## config.mk

```make
export PLATFORM = sky130hd
export DESIGN_NAME = uart_top
export DESIGN_NICKNAME = d
export VERILOG_FILES = /design/src/rtl/uart_pkg.sv /design/src/rtl/uart_rx_if.sv /design/src/rtl/uart_baud_gen.sv /design/src/rtl/uart_fifo.sv /design/src/rtl/uart_rx.sv /design/src/rtl/uart_top.sv /design/src/rtl/uart_tx.sv
export VERILOG_INCLUDE_DIRS = /design/src /design/src/rtl
export SDC_FILE = /design/constraint.sdc
export NUM_CORES = 1
export LEC_CHECK = 0
export BUFFER_PORTS_ARGS = -buffer_cell sky130_fd_sc_hd__buf_2
export CAP_MARGIN = 20
export CORE_AREA = 5 5 167 169
export CTS_CLUSTER_SIZE = 20
export DETAILED_ROUTE_END_ITERATION = 12
export DIE_AREA = 0 0 172 174
export GPL_ROUTABILITY_DRIVEN = 0
export HOLD_SLACK_MARGIN = 0.15
export PLACE_DENSITY_LB_ADDON = 0.3
export SLEW_MARGIN = 10
export SYNTH_ARGS = -nofsm -noshare
export SYNTH_HDL_FRONTEND = slang
export SYNTH_SLANG_ARGS = --single-unit
```

## constraint.sdc

```tcl
create_clock -name clk_i -period 3.4 [get_ports clk_i]
set_input_delay 0.17 -clock clk_i [delete_from_list [all_inputs] [get_ports clk_i]]
set_output_delay 0.17 -clock clk_i [all_outputs]
set_load 0.05 [all_outputs]
```

## src/rtl/uart_defines.svh

```systemverilog
`ifndef UART_DEFINES_SVH
`define UART_DEFINES_SVH

// frame and buffer sizes shared by the whole UART.

// data bits carried by one frame.
`define UART_DATA_W 8

// entries in each FIFO, a power of two.
`define UART_FIFO_DEPTH 8

// baud ticks per bit period.
`define UART_OVERSAMPLE 16

`define UART_DIV_W 16  // width of the programmable baud divider.

`endif

```

## src/rtl/uart_pkg.sv

```systemverilog
`include "uart_defines.svh"

package uart_pkg;

  typedef logic [`UART_DATA_W-1:0] data_t;      // one data byte.
  typedef logic [`UART_DATA_W:0]   rx_entry_t;  // frame error above the data byte.
  typedef logic [`UART_DIV_W-1:0]  div_t;       // clock cycles per baud tick.

  typedef logic [$clog2(`UART_DATA_W)-1:0]     bit_cnt_t;
  typedef logic [$clog2(`UART_OVERSAMPLE)-1:0] tick_cnt_t;

  // receiver FSM.
  typedef enum logic [1:0] {
    RX_IDLE,
    RX_START,
    RX_DATA,
    RX_STOP
  } rx_state_e;

  // transmitter FSM.
  typedef enum logic [1:0] {
    TX_IDLE,
    TX_START,
    TX_DATA,
    TX_STOP
  } tx_state_e;

endpackage

```

## src/rtl/uart_rx_if.sv

```systemverilog
`timescale 1ns/1ps

// write port from the receiver into its FIFO.
interface uart_rx_if;

  logic            valid;      // one-cycle pulse at the end of a frame.
  logic            ready;      // low when the FIFO is full.
  uart_pkg::data_t data;
  logic            frame_err;  // stop bit was sampled low.

  // the receiver side.
  modport src (output valid, output data, output frame_err, input ready);

  // the FIFO side.
  modport dst (input valid, input data, input frame_err, output ready);

endinterface

```

## src/rtl/uart_baud_gen.sv

```systemverilog
`timescale 1ns/1ps

module uart_baud_gen (
  input  logic             clk_i,
  input  logic             rst_ni,
  input  uart_pkg::div_t   baud_div_i,
  output logic             tick_o
);

  uart_pkg::div_t cnt_q;
  uart_pkg::div_t div_q;  // divider in use for the current period.

  // the divider is sampled at each wrap so a change never cuts a period short.
  always_ff @(posedge clk_i) begin
    if (!rst_ni) begin
      cnt_q  <= '0;
      div_q  <= '0;
      tick_o <= 1'b0;
    end else begin
      tick_o <= 1'b0;
      if (div_q == '0) begin
        // stopped, so keep watching for a usable divider.
        cnt_q <= '0;
        div_q <= baud_div_i;
      end else if (cnt_q == div_q - 1'b1) begin
        cnt_q  <= '0;
        div_q  <= baud_div_i;
        tick_o <= 1'b1;  // one clock wide.
      end else begin
        cnt_q <= cnt_q + 1'b1;
      end
    end
  end

endmodule

```

## src/rtl/uart_fifo.sv

```systemverilog
`timescale 1ns/1ps

module uart_fifo #(
  parameter int unsigned WIDTH = 8,
  parameter int unsigned DEPTH = 8
) (
  input  logic             clk_i,
  input  logic             rst_ni,
  input  logic             in_valid_i,
  output logic             in_ready_o,
  input  logic [WIDTH-1:0] in_data_i,
  output logic             out_valid_o,
  input  logic             out_ready_i,
  output logic [WIDTH-1:0] out_data_o
);

  localparam int unsigned AW = $clog2(DEPTH);

  logic [WIDTH-1:0] mem_q [DEPTH];
  logic [AW-1:0]    wr_ptr_q;
  logic [AW-1:0]    rd_ptr_q;
  logic [AW-1:0]    rd_sel;    // entry that becomes the head next cycle.
  logic [AW:0]      count_q;   // entries held in memory, head included.
  logic [AW:0]      avail;
  logic             push;
  logic             pop;

  assign in_ready_o = (count_q != (AW+1)'(DEPTH));
  assign push       = in_valid_i && in_ready_o;
  assign pop        = out_valid_o && out_ready_i;

  // the head register reloads every cycle from the entry after a pop.
  assign rd_sel = pop ? rd_ptr_q + 1'b1 : rd_ptr_q;
  assign avail  = count_q - (AW+1)'(pop);  // entries already written, minus the one leaving.

  always_ff @(posedge clk_i) begin
    if (push) begin
      mem_q[wr_ptr_q] <= in_data_i;
    end
    out_data_o <= mem_q[rd_sel];
  end

  always_ff @(posedge clk_i) begin
    if (!rst_ni) begin
      wr_ptr_q    <= '0;
      rd_ptr_q    <= '0;
      count_q     <= '0;
      out_valid_o <= 1'b0;
    end else begin
      if (push) begin
        wr_ptr_q <= wr_ptr_q + 1'b1;  // wraps at DEPTH.
      end
      rd_ptr_q    <= rd_sel;
      count_q     <= count_q + (AW+1)'(push) - (AW+1)'(pop);
      out_valid_o <= (avail != '0);
    end
  end

endmodule

```

## src/rtl/uart_rx.sv

```systemverilog
`timescale 1ns/1ps
`include "uart_defines.svh"

module uart_rx (
  input  logic            clk_i,
  input  logic            rst_ni,
  input  logic            tick_i,
  input  logic            rx_i,
  output uart_pkg::data_t rx_data_o,
  output logic            rx_frame_err_o,
  output logic            rx_valid_o,
  input  logic            rx_ready_i,
  output logic            rx_overrun_o
);

  localparam uart_pkg::tick_cnt_t mid_tick  = uart_pkg::tick_cnt_t'(`UART_OVERSAMPLE / 2 - 1);
  localparam uart_pkg::tick_cnt_t last_tick = uart_pkg::tick_cnt_t'(`UART_OVERSAMPLE - 1);
  localparam uart_pkg::bit_cnt_t  last_bit  = uart_pkg::bit_cnt_t'(`UART_DATA_W - 1);

  logic                rx_meta_q;
  logic                rx_sync_q;
  logic                rx_prev_q;
  logic                rx_fall;
  uart_pkg::rx_state_e state_q;
  uart_pkg::tick_cnt_t tick_cnt_q;
  uart_pkg::bit_cnt_t  bit_cnt_q;
  uart_pkg::data_t     shift_q;
  uart_pkg::rx_entry_t head;

  uart_rx_if rx_wr ();

  // ~~~~~~~~~~~~~~~~~~~~~~~~~~~~~~~~~~~~~~~~~~~~~~~~~~~~~~~~~~~~~~~~~~~~~
  // line synchronizer and start edge.
  // ~~~~~~~~~~~~~~~~~~~~~~~~~~~~~~~~~~~~~~~~~~~~~~~~~~~~~~~~~~~~~~~~~~~~~

  always_ff @(posedge clk_i) begin
    if (!rst_ni) begin
      rx_meta_q <= 1'b1;  // the idle line is high.
      rx_sync_q <= 1'b1;
      rx_prev_q <= 1'b1;
    end else begin
      rx_meta_q <= rx_i;
      rx_sync_q <= rx_meta_q;
      rx_prev_q <= rx_sync_q;
    end
  end

  assign rx_fall = rx_prev_q && !rx_sync_q;

  // ~~~~~~~~~~~~~~~~~~~~~~~~~~~~~~~~~~~~~~~~~~~~~~~~~~~~~~~~~~~~~~~~~~~~~
  // frame FSM.
  // ~~~~~~~~~~~~~~~~~~~~~~~~~~~~~~~~~~~~~~~~~~~~~~~~~~~~~~~~~~~~~~~~~~~~~

  always_ff @(posedge clk_i) begin
    if (!rst_ni) begin
      state_q    <= uart_pkg::RX_IDLE;
      tick_cnt_q <= '0;
      bit_cnt_q  <= '0;
    end else begin
      case (state_q)
        uart_pkg::RX_IDLE: begin
          if (rx_fall) begin
            state_q    <= uart_pkg::RX_START;
            tick_cnt_q <= '0;
          end
        end
        uart_pkg::RX_START: begin
          if (tick_i) begin
            if (tick_cnt_q == mid_tick) begin
              // a line that is high again at mid start bit was a glitch.
              state_q    <= rx_sync_q ? uart_pkg::RX_IDLE : uart_pkg::RX_DATA;
              tick_cnt_q <= '0;
              bit_cnt_q  <= '0;
            end else begin
              tick_cnt_q <= tick_cnt_q + 1'b1;
            end
          end
        end
        uart_pkg::RX_DATA: begin
          if (tick_i) begin
            tick_cnt_q <= tick_cnt_q + 1'b1;  // wraps to 0 at each sample.
            if (tick_cnt_q == last_tick) begin
              bit_cnt_q <= bit_cnt_q + 1'b1;
              if (bit_cnt_q == last_bit) begin
                state_q <= uart_pkg::RX_STOP;
              end
            end
          end
        end
        uart_pkg::RX_STOP: begin
          if (tick_i) begin
            tick_cnt_q <= tick_cnt_q + 1'b1;
            if (tick_cnt_q == last_tick) begin
              state_q <= uart_pkg::RX_IDLE;
            end
          end
        end
        default: state_q <= uart_pkg::RX_IDLE;
      endcase
    end
  end

  // data arrives LSB first, so each sample enters at the top.
  always_ff @(posedge clk_i) begin
    if (tick_i && state_q == uart_pkg::RX_DATA && tick_cnt_q == last_tick) begin
      shift_q <= {rx_sync_q, shift_q[`UART_DATA_W-1:1]};
    end
  end

  // ~~~~~~~~~~~~~~~~~~~~~~~~~~~~~~~~~~~~~~~~~~~~~~~~~~~~~~~~~~~~~~~~~~~~~
  // write into the receive FIFO.
  // ~~~~~~~~~~~~~~~~~~~~~~~~~~~~~~~~~~~~~~~~~~~~~~~~~~~~~~~~~~~~~~~~~~~~~

  assign rx_wr.valid     = tick_i && (state_q == uart_pkg::RX_STOP) && (tick_cnt_q == last_tick);
  assign rx_wr.data      = shift_q;
  assign rx_wr.frame_err = !rx_sync_q;  // the stop bit must be high.

  // a byte offered to a full FIFO is gone, and the flag stays until reset.
  always_ff @(posedge clk_i) begin
    if (!rst_ni) begin
      rx_overrun_o <= 1'b0;
    end else if (rx_wr.valid && !rx_wr.ready) begin
      rx_overrun_o <= 1'b1;
    end
  end

  uart_fifo #(
    .WIDTH($bits(uart_pkg::rx_entry_t)),
    .DEPTH(`UART_FIFO_DEPTH)
  ) i_rx_fifo (
    .clk_i      (clk_i),
    .rst_ni     (rst_ni),
    .in_valid_i (rx_wr.valid),
    .in_ready_o (rx_wr.ready),
    .in_data_i  ({rx_wr.frame_err, rx_wr.data}),
    .out_valid_o(rx_valid_o),
    .out_ready_i(rx_ready_i),
    .out_data_o (head)
  );

  assign rx_frame_err_o = head[`UART_DATA_W];
  assign rx_data_o      = head[`UART_DATA_W-1:0];

endmodule

```

## src/rtl/uart_top.sv

```systemverilog
`timescale 1ns/1ps

module uart_top (
  input  logic            clk_i,
  input  logic            rst_ni,
  input  uart_pkg::div_t  baud_div_i,
  // transmit side.
  input  uart_pkg::data_t tx_data_i,
  input  logic            tx_valid_i,
  output logic            tx_ready_o,
  output logic            tx_o,
  // receive side.
  input  logic            rx_i,
  output uart_pkg::data_t rx_data_o,
  output logic            rx_frame_err_o,
  output logic            rx_valid_o,
  input  logic            rx_ready_i,
  output logic            rx_overrun_o
);

  logic tick;  // one oversampling tick shared by both directions.

  uart_baud_gen i_baud_gen (
    .clk_i     (clk_i),
    .rst_ni    (rst_ni),
    .baud_div_i(baud_div_i),
    .tick_o    (tick)
  );

  uart_tx i_tx (
    .clk_i     (clk_i),
    .rst_ni    (rst_ni),
    .tick_i    (tick),
    .tx_data_i (tx_data_i),
    .tx_valid_i(tx_valid_i),
    .tx_ready_o(tx_ready_o),
    .tx_o      (tx_o)
  );

  // the receiver holds its own FIFO.
  uart_rx i_rx (
    .clk_i         (clk_i),
    .rst_ni        (rst_ni),
    .tick_i        (tick),
    .rx_i          (rx_i),
    .rx_data_o     (rx_data_o),
    .rx_frame_err_o(rx_frame_err_o),
    .rx_valid_o    (rx_valid_o),
    .rx_ready_i    (rx_ready_i),
    .rx_overrun_o  (rx_overrun_o)
  );

endmodule

```

## src/rtl/uart_tx.sv

```systemverilog
`timescale 1ns/1ps
`include "uart_defines.svh"

module uart_tx (
  input  logic            clk_i,
  input  logic            rst_ni,
  input  logic            tick_i,
  input  uart_pkg::data_t tx_data_i,
  input  logic            tx_valid_i,
  output logic            tx_ready_o,
  output logic            tx_o
);

  localparam uart_pkg::tick_cnt_t last_tick = uart_pkg::tick_cnt_t'(`UART_OVERSAMPLE - 1);
  localparam uart_pkg::bit_cnt_t  last_bit  = uart_pkg::bit_cnt_t'(`UART_DATA_W - 1);

  logic                fifo_valid;
  logic                fifo_ready;
  uart_pkg::data_t     fifo_data;
  uart_pkg::tx_state_e state_q;
  uart_pkg::tick_cnt_t tick_cnt_q;
  uart_pkg::bit_cnt_t  bit_cnt_q;
  uart_pkg::data_t     shift_q;
  logic                bit_val;  // level of the bit that the FSM is in.

  uart_fifo #(
    .WIDTH($bits(uart_pkg::data_t)),
    .DEPTH(`UART_FIFO_DEPTH)
  ) i_tx_fifo (
    .clk_i      (clk_i),
    .rst_ni     (rst_ni),
    .in_valid_i (tx_valid_i),
    .in_ready_o (tx_ready_o),
    .in_data_i  (tx_data_i),
    .out_valid_o(fifo_valid),
    .out_ready_i(fifo_ready),
    .out_data_o (fifo_data)
  );

  assign fifo_ready = (state_q == uart_pkg::TX_IDLE);  // pop only between frames.

  always_comb begin
    case (state_q)
      uart_pkg::TX_START: bit_val = 1'b0;
      uart_pkg::TX_DATA:  bit_val = shift_q[0];
      default:            bit_val = 1'b1;
    endcase
  end

  // ~~~~~~~~~~~~~~~~~~~~~~~~~~~~~~~~~~~~~~~~~~~~~~~~~~~~~~~~~~~~~~~~~~~~~
  // frame FSM.
  // ~~~~~~~~~~~~~~~~~~~~~~~~~~~~~~~~~~~~~~~~~~~~~~~~~~~~~~~~~~~~~~~~~~~~~

  // every bit starts on the tick where the counter is 0 and ends 16 ticks later.
  always_ff @(posedge clk_i) begin
    if (!rst_ni) begin
      state_q    <= uart_pkg::TX_IDLE;
      tick_cnt_q <= '0;
      bit_cnt_q  <= '0;
      tx_o       <= 1'b1;
    end else if (state_q == uart_pkg::TX_IDLE) begin
      if (fifo_valid) begin
        state_q    <= uart_pkg::TX_START;
        tick_cnt_q <= '0;
        bit_cnt_q  <= '0;
      end
    end else if (tick_i) begin
      tick_cnt_q <= tick_cnt_q + 1'b1;
      if (tick_cnt_q == '0) begin
        tx_o <= bit_val;
      end
      if (tick_cnt_q == last_tick) begin
        case (state_q)
          uart_pkg::TX_START: state_q <= uart_pkg::TX_DATA;
          uart_pkg::TX_DATA: begin
            bit_cnt_q <= bit_cnt_q + 1'b1;
            if (bit_cnt_q == last_bit) begin
              state_q <= uart_pkg::TX_STOP;
            end
          end
          default: state_q <= uart_pkg::TX_IDLE;  // stop bit done.
        endcase
      end
    end
  end

  always_ff @(posedge clk_i) begin
    if (fifo_valid && fifo_ready) begin
      shift_q <= fifo_data;
    end else if (tick_i && state_q == uart_pkg::TX_DATA && tick_cnt_q == last_tick) begin
      shift_q <= shift_q >> 1;  // next bit moves to the bottom.
    end
  end

endmodule

```

==> results of run 1 <==
==> final timing paths <==
check	from	cells past startpoint	end
setup / recovery	i_baud_gen.div_q[3]$_SDFFE_PN0P_	8	i_baud_gen.div_q[2]$_SDFFE_PN0P_
hold reg to reg	i_rx.rx_meta_q$_SDFF_PN1_	1	i_rx.rx_sync_q$_SDFF_PN1_
setup reg to reg	i_baud_gen.div_q[3]$_SDFFE_PN0P_	8	i_baud_gen.div_q[2]$_SDFFE_PN0P_
hold / removal	rx_ready_i	5	i_rx.i_rx_fifo.out_valid_o$_SDFF_PN0_
==> timing repair <==
item	CTS	global route
gates resized for setup	0	2
buffers inserted	0	5
hold buffers	36	0
endpoints found under the setup margin	0	4
hold endpoints to repair	92	0
==> tightest hold or removal path: cells and delay by family <==
kind | cells | cell delay, ns
compound gates | 1 | 0.06
fa+ha+maj | 1 | 0.13
buf+inv | 2 | 0.23
simple gates | 1 | 0.12
==> logic make-up after synthesis <==
| family | Yosys count |
|---|---|
| and+or+nand+nor | 238 |
| muxes | 80 |
| buffers and inverters | 53 |
| adders and majority gates | 32 |
| AOI/OAI and AO/OA | 59 |
| DFF | 247 |
| xor gates and xnor gates | 45 |
==> state kept, by name (all words and copies together), names as in the netlist, 4 cells and up, named ones only <==
name,flops
i_tx.i_tx_fifo.count_q,4
i_tx.shift_q,8
i_rx.i_rx_fifo.mem_q,72
i_tx.i_tx_fifo.out_data_o,8
i_rx.i_rx_fifo.out_data_o,9
i_baud_gen.cnt_q,16
i_rx.tick_cnt_q,4
i_baud_gen.div_q,16
i_rx.i_rx_fifo.count_q,4
i_rx.rx_wr.data,8
i_tx.i_tx_fifo.mem_q,64
i_tx.tick_cnt_q,4
==> per-stage QoR <==
stage	worst slack, ns	hold slack, ns	cells
after floorplan	0.698	0.269	754
after global placement	0.549	0.364	1135
after detailed placement	0.455	0.365	1135
after CTS	0.169	0.260	1219
after global routing	0.00634	0.320	1224
final	0.202	0.250	1224
==> layout make-up <==
class | count | share of cell area, %
Sequential cell | 247 | 52.9
Multi-Input combinational cell | 454 | 29.7
Timing Repair Buffer | 108 | 6.53
Clock buffer | 37 | 5.66
Tap cell | 341 | 3.49
Clock inverter | 11 | 0.921
Inverter | 26 | 0.799
==> Yosys cell counts (2+ instances only) <==
| cell | n | area, um2 |
|---|---|---|
| mux2_2 | 24 | 270 |
| ha_1 | 30 | 375 |
| inv_1 | 25 | 93.8 |
| nor3_1 | 9 | 45.0 |
| or2_2 | 3 | 18.8 |
| a21oi_1 | 19 | 95.1 |
| xor2_1 | 21 | 184 |
| o211ai_1 | 3 | 22.5 |
| nor2b_1 | 8 | 50.1 |
| and2_1 | 2 | 12.5 |
| buf_1 | 4 | 15.0 |
| a22oi_1 | 3 | 22.5 |
| or3_1 | 3 | 18.8 |
| a31oi_1 | 4 | 25.0 |
| edfxtp_1 | 152 | 4560 |
| nor2_1 | 85 | 319 |
| o21ai_0 | 9 | 45.0 |
| buf_2 | 4 | 20.0 |
| mux2i_1 | 22 | 220 |
| mux4_2 | 34 | 766 |
| a32oi_1 | 2 | 17.5 |
| clkbuf_1 | 15 | 56.3 |
| o22ai_1 | 6 | 37.5 |
| and3_1 | 6 | 37.5 |
| nand3_1 | 18 | 90.1 |
| nand4_1 | 10 | 62.6 |
| dfxtp_1 | 95 | 1900 |
| buf_6 | 3 | 33.8 |
| xnor2_1 | 22 | 193 |
| nand2b_1 | 13 | 81.3 |
| nand2_1 | 68 | 255 |
| fa_1 | 2 | 40.0 |
| nor4_4 | 2 | 42.5 |
==> report_power, final <==
part	switching, mW	internal [mW]
clock	1.09	1.57
sequential	0.177	3.50
combinational	1.25	1.20
total	2.52	6.27
==> layer usage <==
layer	GRT usage (%)	vias to the layer above
met5	0	-
met4	3.70	0
met3	2.12	33
met2	21.7	85
met1	17.2	2870
li1	-	2966
==> summary.txt, run 1 <==
Pins Over Slew Limit - 0
Pleak - 4.50 nW
Area occupied by multi-input gates - 3630 um2
Power Total - 8.79 mW
Die height - 174 um
Cell Rows - 60
Status - completed
Metal-1 WL - 8650 um
TritonRoute pass-1 iters - 6
Worst-path clk slew - 0.06 ns
Routed wl met3 - 646 um
CTS root buf - clkbuf_16
Initial cell density of the core - 39.0%
Dpl hpwl - 12,100 um
Mapped Nets - 815
Die W - 172 um
Initial DRC Count - 413
Placed cell area - 11,000 um2
Synth Register Bits - 247
Initial antenna violation count - 0
Worst EP arrival - 3.60 ns
N_diodes - 0
Cell repeated most along the worst path - nor4_4
Synthesized area - 10,300 um2
Cts bufs inserted - 26
Number of synthesized flops with an enable pin - 152
Grt ovf - 0
Clock buffer depth - 3
Warnings, synthesis - 0
Actual slew at the worst max-slew pin - 0.909 ns
RSZ-0062 raised after global routing - false
Slowest stage cell, crit path - dlygate4sd3_1
IO Count - 42
Ys flop type - edfxtp_1
Multiplexer share of the synthesized area - 12.2%
Maximum vdd drop - 0.422 mV
Startpoint Class - flop
Via count - 5,954
Avg WL per Cell - 15.4 um
Most common cell after layout, fill and taps aside - edfxtp_1
Synth Area in Adders - 4.03%
Largest net degree at the start of global routing - 38
GRT Util Overall - 12.9%
Max-cap viol count - 0
Highest routed metal layer - met4
Hold Fails Final Rpt - 0
CP required - 3.80 ns
Reg2Reg Setup Slack - 0.20 ns
Compound-Gate Fraction of Synth Area - 3.79%
CP delay by family, top - simple AND/OR/NAND/NOR gates
Area Growth Syn to Fin - 18.6%
Setup TNS - 0 ns
Fill count - 2,373
Synth Area in Simple Gates - 11.0%
Period utilisation layout - 94.1%
Crit path largest cell delay - 0.56 ns
Number of global-route vias before repair - 6,089
FMAX - 0.313 GHz
CTS tree - yes
CTS H-Tree Depth - 1
Fraction of layout cells with a size suffix above 1 - 20.4%
HP Class - in -> reg
Detail Route met2 WL - 9030 um
Finished Core Util - 46.2%
Synth cell types - 61
Total Routed Length - 18,800 um
CTS Sinks - 247
Largest family of logic cells by synthesized area - multiplexers
Post-synth ARST share - 0%
Vias per cell - 4.86
Mean Syn Cell Area - 13.7 um2
Nets - 924
Core ar. - 26,400 um2
Worst skew pair latency - 0.53 ns
First-pass GRT wire length - 31,500 um
Die area - 29,900 um2
Max Fanout on Critical Path - 9
Pwr dens - 720 nW/um2
Final min period - 3.20 ns
Sequential element share of the synthesized area - 62.7%
Final instance area - 12,200 um2
DRC - 0
Port bufs - 41
Post-synthesis cell count - 754
Remaining antenna violation count - 0
Clk_skew - 0.0188 ns
Crit Path Category - reg -> reg
Critical path buffers and inverters - 1
CP endpoint kind - flop
Most frequent cells in the layout - edfxtp_1 (152), dfxtp_1 (95), nor2_1 (85)
Post-synthesis xor/xnor area fraction - 3.97%
Crit path cell chain - nor4_4, nand4_1, xnor2_1, or4_4, nor4_4, nor2_4, mux2i_1, dlygate4sd3_1
Reg area - 6470 um2
Headroom to the max-slew limit - 39.2%
Final setup viols - 0
Note: power is estimated with default switching activity, not from simulation.
==> run 2, diff against run 1 <==
ABC_AREA = 1   (was unset)
CORE_AREA = 2 2 167 169   (was 5 5 167 169)
DIE_AREA = 0 0 169 171   (was 0 0 172 174)
PLACE_DENSITY_LB_ADDON = 0.15   (was 0.3)
==> run 2 against run 1 <==
  * Worst hold slack better by 0.0073 ns
  * Largest cell class unchanged
  * Synthesized area up 3.2%
  * First-iteration DRC count down 2.9%
  * Die area down 3.4%
  * Total power up 13%
  * Final cell count up 29%
  * Synthesized cell count up 49%
  * Critical path type unchanged
  * Sequential share of layout area down 1.4 points
  * Critical path depth up 5
  * Register-to-register slack better by 0.33 ns
  * Global-route usage up 3.4 points
==> summary.txt, run 2 <==
Status - completed
Grt ovf - 0 (unchanged)
Initial DRC Count - 401 (-2.9%)
Commonest cells in the netlist - nand2_1 (203), nor2_1 (203), edfxtp_1 (152)
Die area - 28,900 um2 (-3.4%)
Number of global-route vias before repair - 7,306 (+20%)
Final min period - 2.86 ns (-0.335 ns)
Actual slew at the worst max-slew pin - 0.887 ns (-0.0216 ns)
Final WS setup - 0.537 ns (+0.335 ns)
Mean Syn Cell Area - 9.49 um2 (-31%)
Finished Core Util - 45.9% (-0.33 points)
FMAX - 0.349 GHz (+12%)
Cell repeated most along the worst path - inv_1
IO Count - 42 (unchanged)
Crit path cell chain - ha_1, nand2_1, nor3_1, inv_1, nor3b_1, inv_1, ha_1, inv_1, ha_1, inv_1, fa_1, xnor2_1, nor2_1
Sequential element share of the synthesized area - 60.8% (-1.9 points)
First-pass GRT wire length - 37,900 um (+20%)
Synth top area cells - edfxtp_1 (43%), dfxtp_1 (18%), nand2_1 (7.2%)
RSZ-0062 raised after global routing - false
CTS Sinks - 247 (unchanged)
Critical path buffers and inverters - 4 (+3)
CP delay by family, top - adder cells
Remaining antenna violation count - 0 (unchanged)
Resized Gates After CTS - 0 (unchanged)
HP Class - in -> reg
Top Usage Layer GRT - met2
N_diodes - 0 (unchanged)
Die W - 169 um (-1.7%)
Nets - 1,276 (+38%)
Post-synthesis cell count - 1,120 (+49%)
Ys flop type - edfxtp_1
Headroom to the max-slew limit - 40.6% (+1.4 points)
Area Growth Syn to Fin - 18.0%
Core ar. - 27,300 um2 (+3.4%)
Most frequent cells in the layout - nand2_1 (203), nor2_1 (203), edfxtp_1 (152)
Max-cap viol count - 0 (unchanged)
Synth top area share - 42.9% (-1.4 points)
Via count - 7,509 (+26%)
CTS tree - yes
Mapped Nets - 1,181 (+45%)
Maximum vdd drop - 0.373 mV (-12%)
Port bufs - 41 (unchanged)
Initial cell density of the core - 38.9% (-0.078 points)
GRT Util Overall - 16.3% (+3.4 points)
Met3 GRT Util - 2.43% (+0.31 points)
Largest register FFs - 72 (unchanged)
Clk_skew - 0.0205 ns (+0.00174 ns)
Synthesized area - 10,600 um2 (+3.2%)
CTS root buf - clkbuf_16
CTS Hold Bufs - 27 (-25%)
Slowest stage cell, crit path - nor3b_1
Post-synth top area cell - edfxtp_1
Pins Over Slew Limit - 0 (unchanged)
Final setup viols - 0 (unchanged)
Cts bufs inserted - 28 (+7.7%)
Total Routed Length - 22,700 um (+21%)
Hold Fails Final Rpt - 0 (unchanged)
TritonRoute pass-1 iters - 5 (-1)
Initial antenna violation count - 0 (unchanged)
Worst EP arrival - 3.25 ns (-0.35 ns)
DRC - 0 (unchanged)
Vias per cell - 4.74 (-2.5%)
Avg WL per Cell - 14.4 um (-6.5%)
Global-route met2 utilization - 28.1% (+6.4 points)
Worst skew pair latency - 0.54 ns (about the same)
Startpoint Class - flop
Top Registers - i_rx.i_rx_fifo.mem_q (72), i_tx.i_tx_fifo.mem_q (64)
Cell Rows - 61 (+1.7%)
Worst-path clk slew - 0.06 ns (about the same)
Setup bufs post-CTS - 0 (unchanged)
Largest net degree at the start of global routing - 38 (unchanged)
Setup TNS - 0 ns (unchanged)
Met1 Resource Use GR - 21.7% (+4.5 points)
Warnings, synthesis - 0 (unchanged)
Crit Path Category - reg -> reg
Pre-CTS worst setup slack - 0.564 ns (+0.110 ns)
Period utilisation layout - 84.2% (-9.9 points)
Power Total - 9.92 mW (+13%)
Fraction of layout cells with a size suffix above 1 - 10.7% (-9.7 points)
Clock buffer depth - 3 (unchanged)
Largest Register - i_rx.i_rx_fifo.mem_q
CTS H-Tree Depth - 1 (unchanged)
Max Fanout on Critical Path - 5 (-4)
Fill count - 2,637 (+11%)
Dpl hpwl - 14,700 um (+22%)
Synth cell types - 41 (-33%)
Pwr dens - 791 nW/um2 (+9.9%)
Synth Register Bits - 247 (unchanged)
Crit path largest cell delay - 0.43 ns (-0.13 ns)
Post-synth ARST share - 0% (unchanged)
Number of synthesized flops with an enable pin - 152 (unchanged)
Die height - 171 um (-1.7%)
Pleak - 5.06 nW (+12%)
CP required - 3.79 ns (about the same)
CP endpoint kind - flop
[run 2: cell types whose count changed after synthesis, sizes merged, moves of 22 or more]
cell	before	now
o21ai	9	95
mux2i	22	0
mux2	24	0
nor2	86	208
mux4	34	0
nand3	18	46
nand2	68	208
inv	26	114
[run 2: final timing paths]
| check | slack, ns | start | cells past startpoint | end |
|---|---|---|---|---|
| min reg2reg | 0.42 | i_rx.rx_meta_q$_SDFF_PN1_ | 1 | i_rx.rx_sync_q$_SDFF_PN1_ |
| max | 0.54 | i_rx.tick_cnt_q[1]$_SDFFE_PN0P_ | 13 | i_rx.i_rx_fifo.count_q[2]$_SDFF_PN0_ |
| min | 0.26 | rx_ready_i | 6 | i_rx.i_rx_fifo.rd_ptr_q[2]$_SDFF_PN0_ |
| max reg2reg | 0.54 | i_rx.tick_cnt_q[1]$_SDFFE_PN0P_ | 13 | i_rx.i_rx_fifo.count_q[2]$_SDFF_PN0_ |
[run 2: layer usage]
metal,wire [um],part of all wire (%)
met1,10900,48
met3,747,3.3
met2,10600,47
met4,438,1.9
met5,0,0
[run 2: power by group]
group	total (mW)	internal, mW	switching [mW]	leakage, nW
logic	3.15	1.04	2.11	2.45
clock network	3.04	1.86	1.18	0.450
registers	3.73	3.56	0.174	2.16
[run 2: final cells by class]
class,instances,area [um2],share of cell area (%)
sequential,247,6470,51.5
inverter,117,439,3.50
timing repair buffer,99,708,5.64
clock inverter,11,140,1.12
clock buffer,41,801,6.38
tap,346,433,3.45
multi-input combinational,722,3560,28.4
[run 2: through the flow]
step,cell area [um2],hold slack [ns],instances
after floorplan,10600,0.269,1120
after global placement,11300,0.391,1504
after detailed placement,11300,0.385,1504
after CTS,12500,0.242,1583
after global routing,12500,0.296,1583
final,12500,0.257,1583
[run 2: worst register-to-register path, cell delays in order (launching register included)]
cell	delay, ns
dfxtp_1	0.35
ha_1	0.19
nand2_1	0.09
nor3_1	0.22
inv_1	0.11
nor3b_1	0.43
inv_1	0.17
ha_1	0.32
inv_1	0.05
ha_1	0.15
inv_1	0.05
fa_1	0.37
xnor2_1	0.16
nor2_1	0.05
[run 2: kinds of logic after synthesis]
group	after synthesis	share of synthesized area, %
DFF	247	60.8
and+or+nand+nor	496	19.1
AOI/OAI and AO/OA	176	8.99
adders and majority gates	32	3.91
buffers and inverters	151	5.73
xor gates and xnor gates	18	1.48
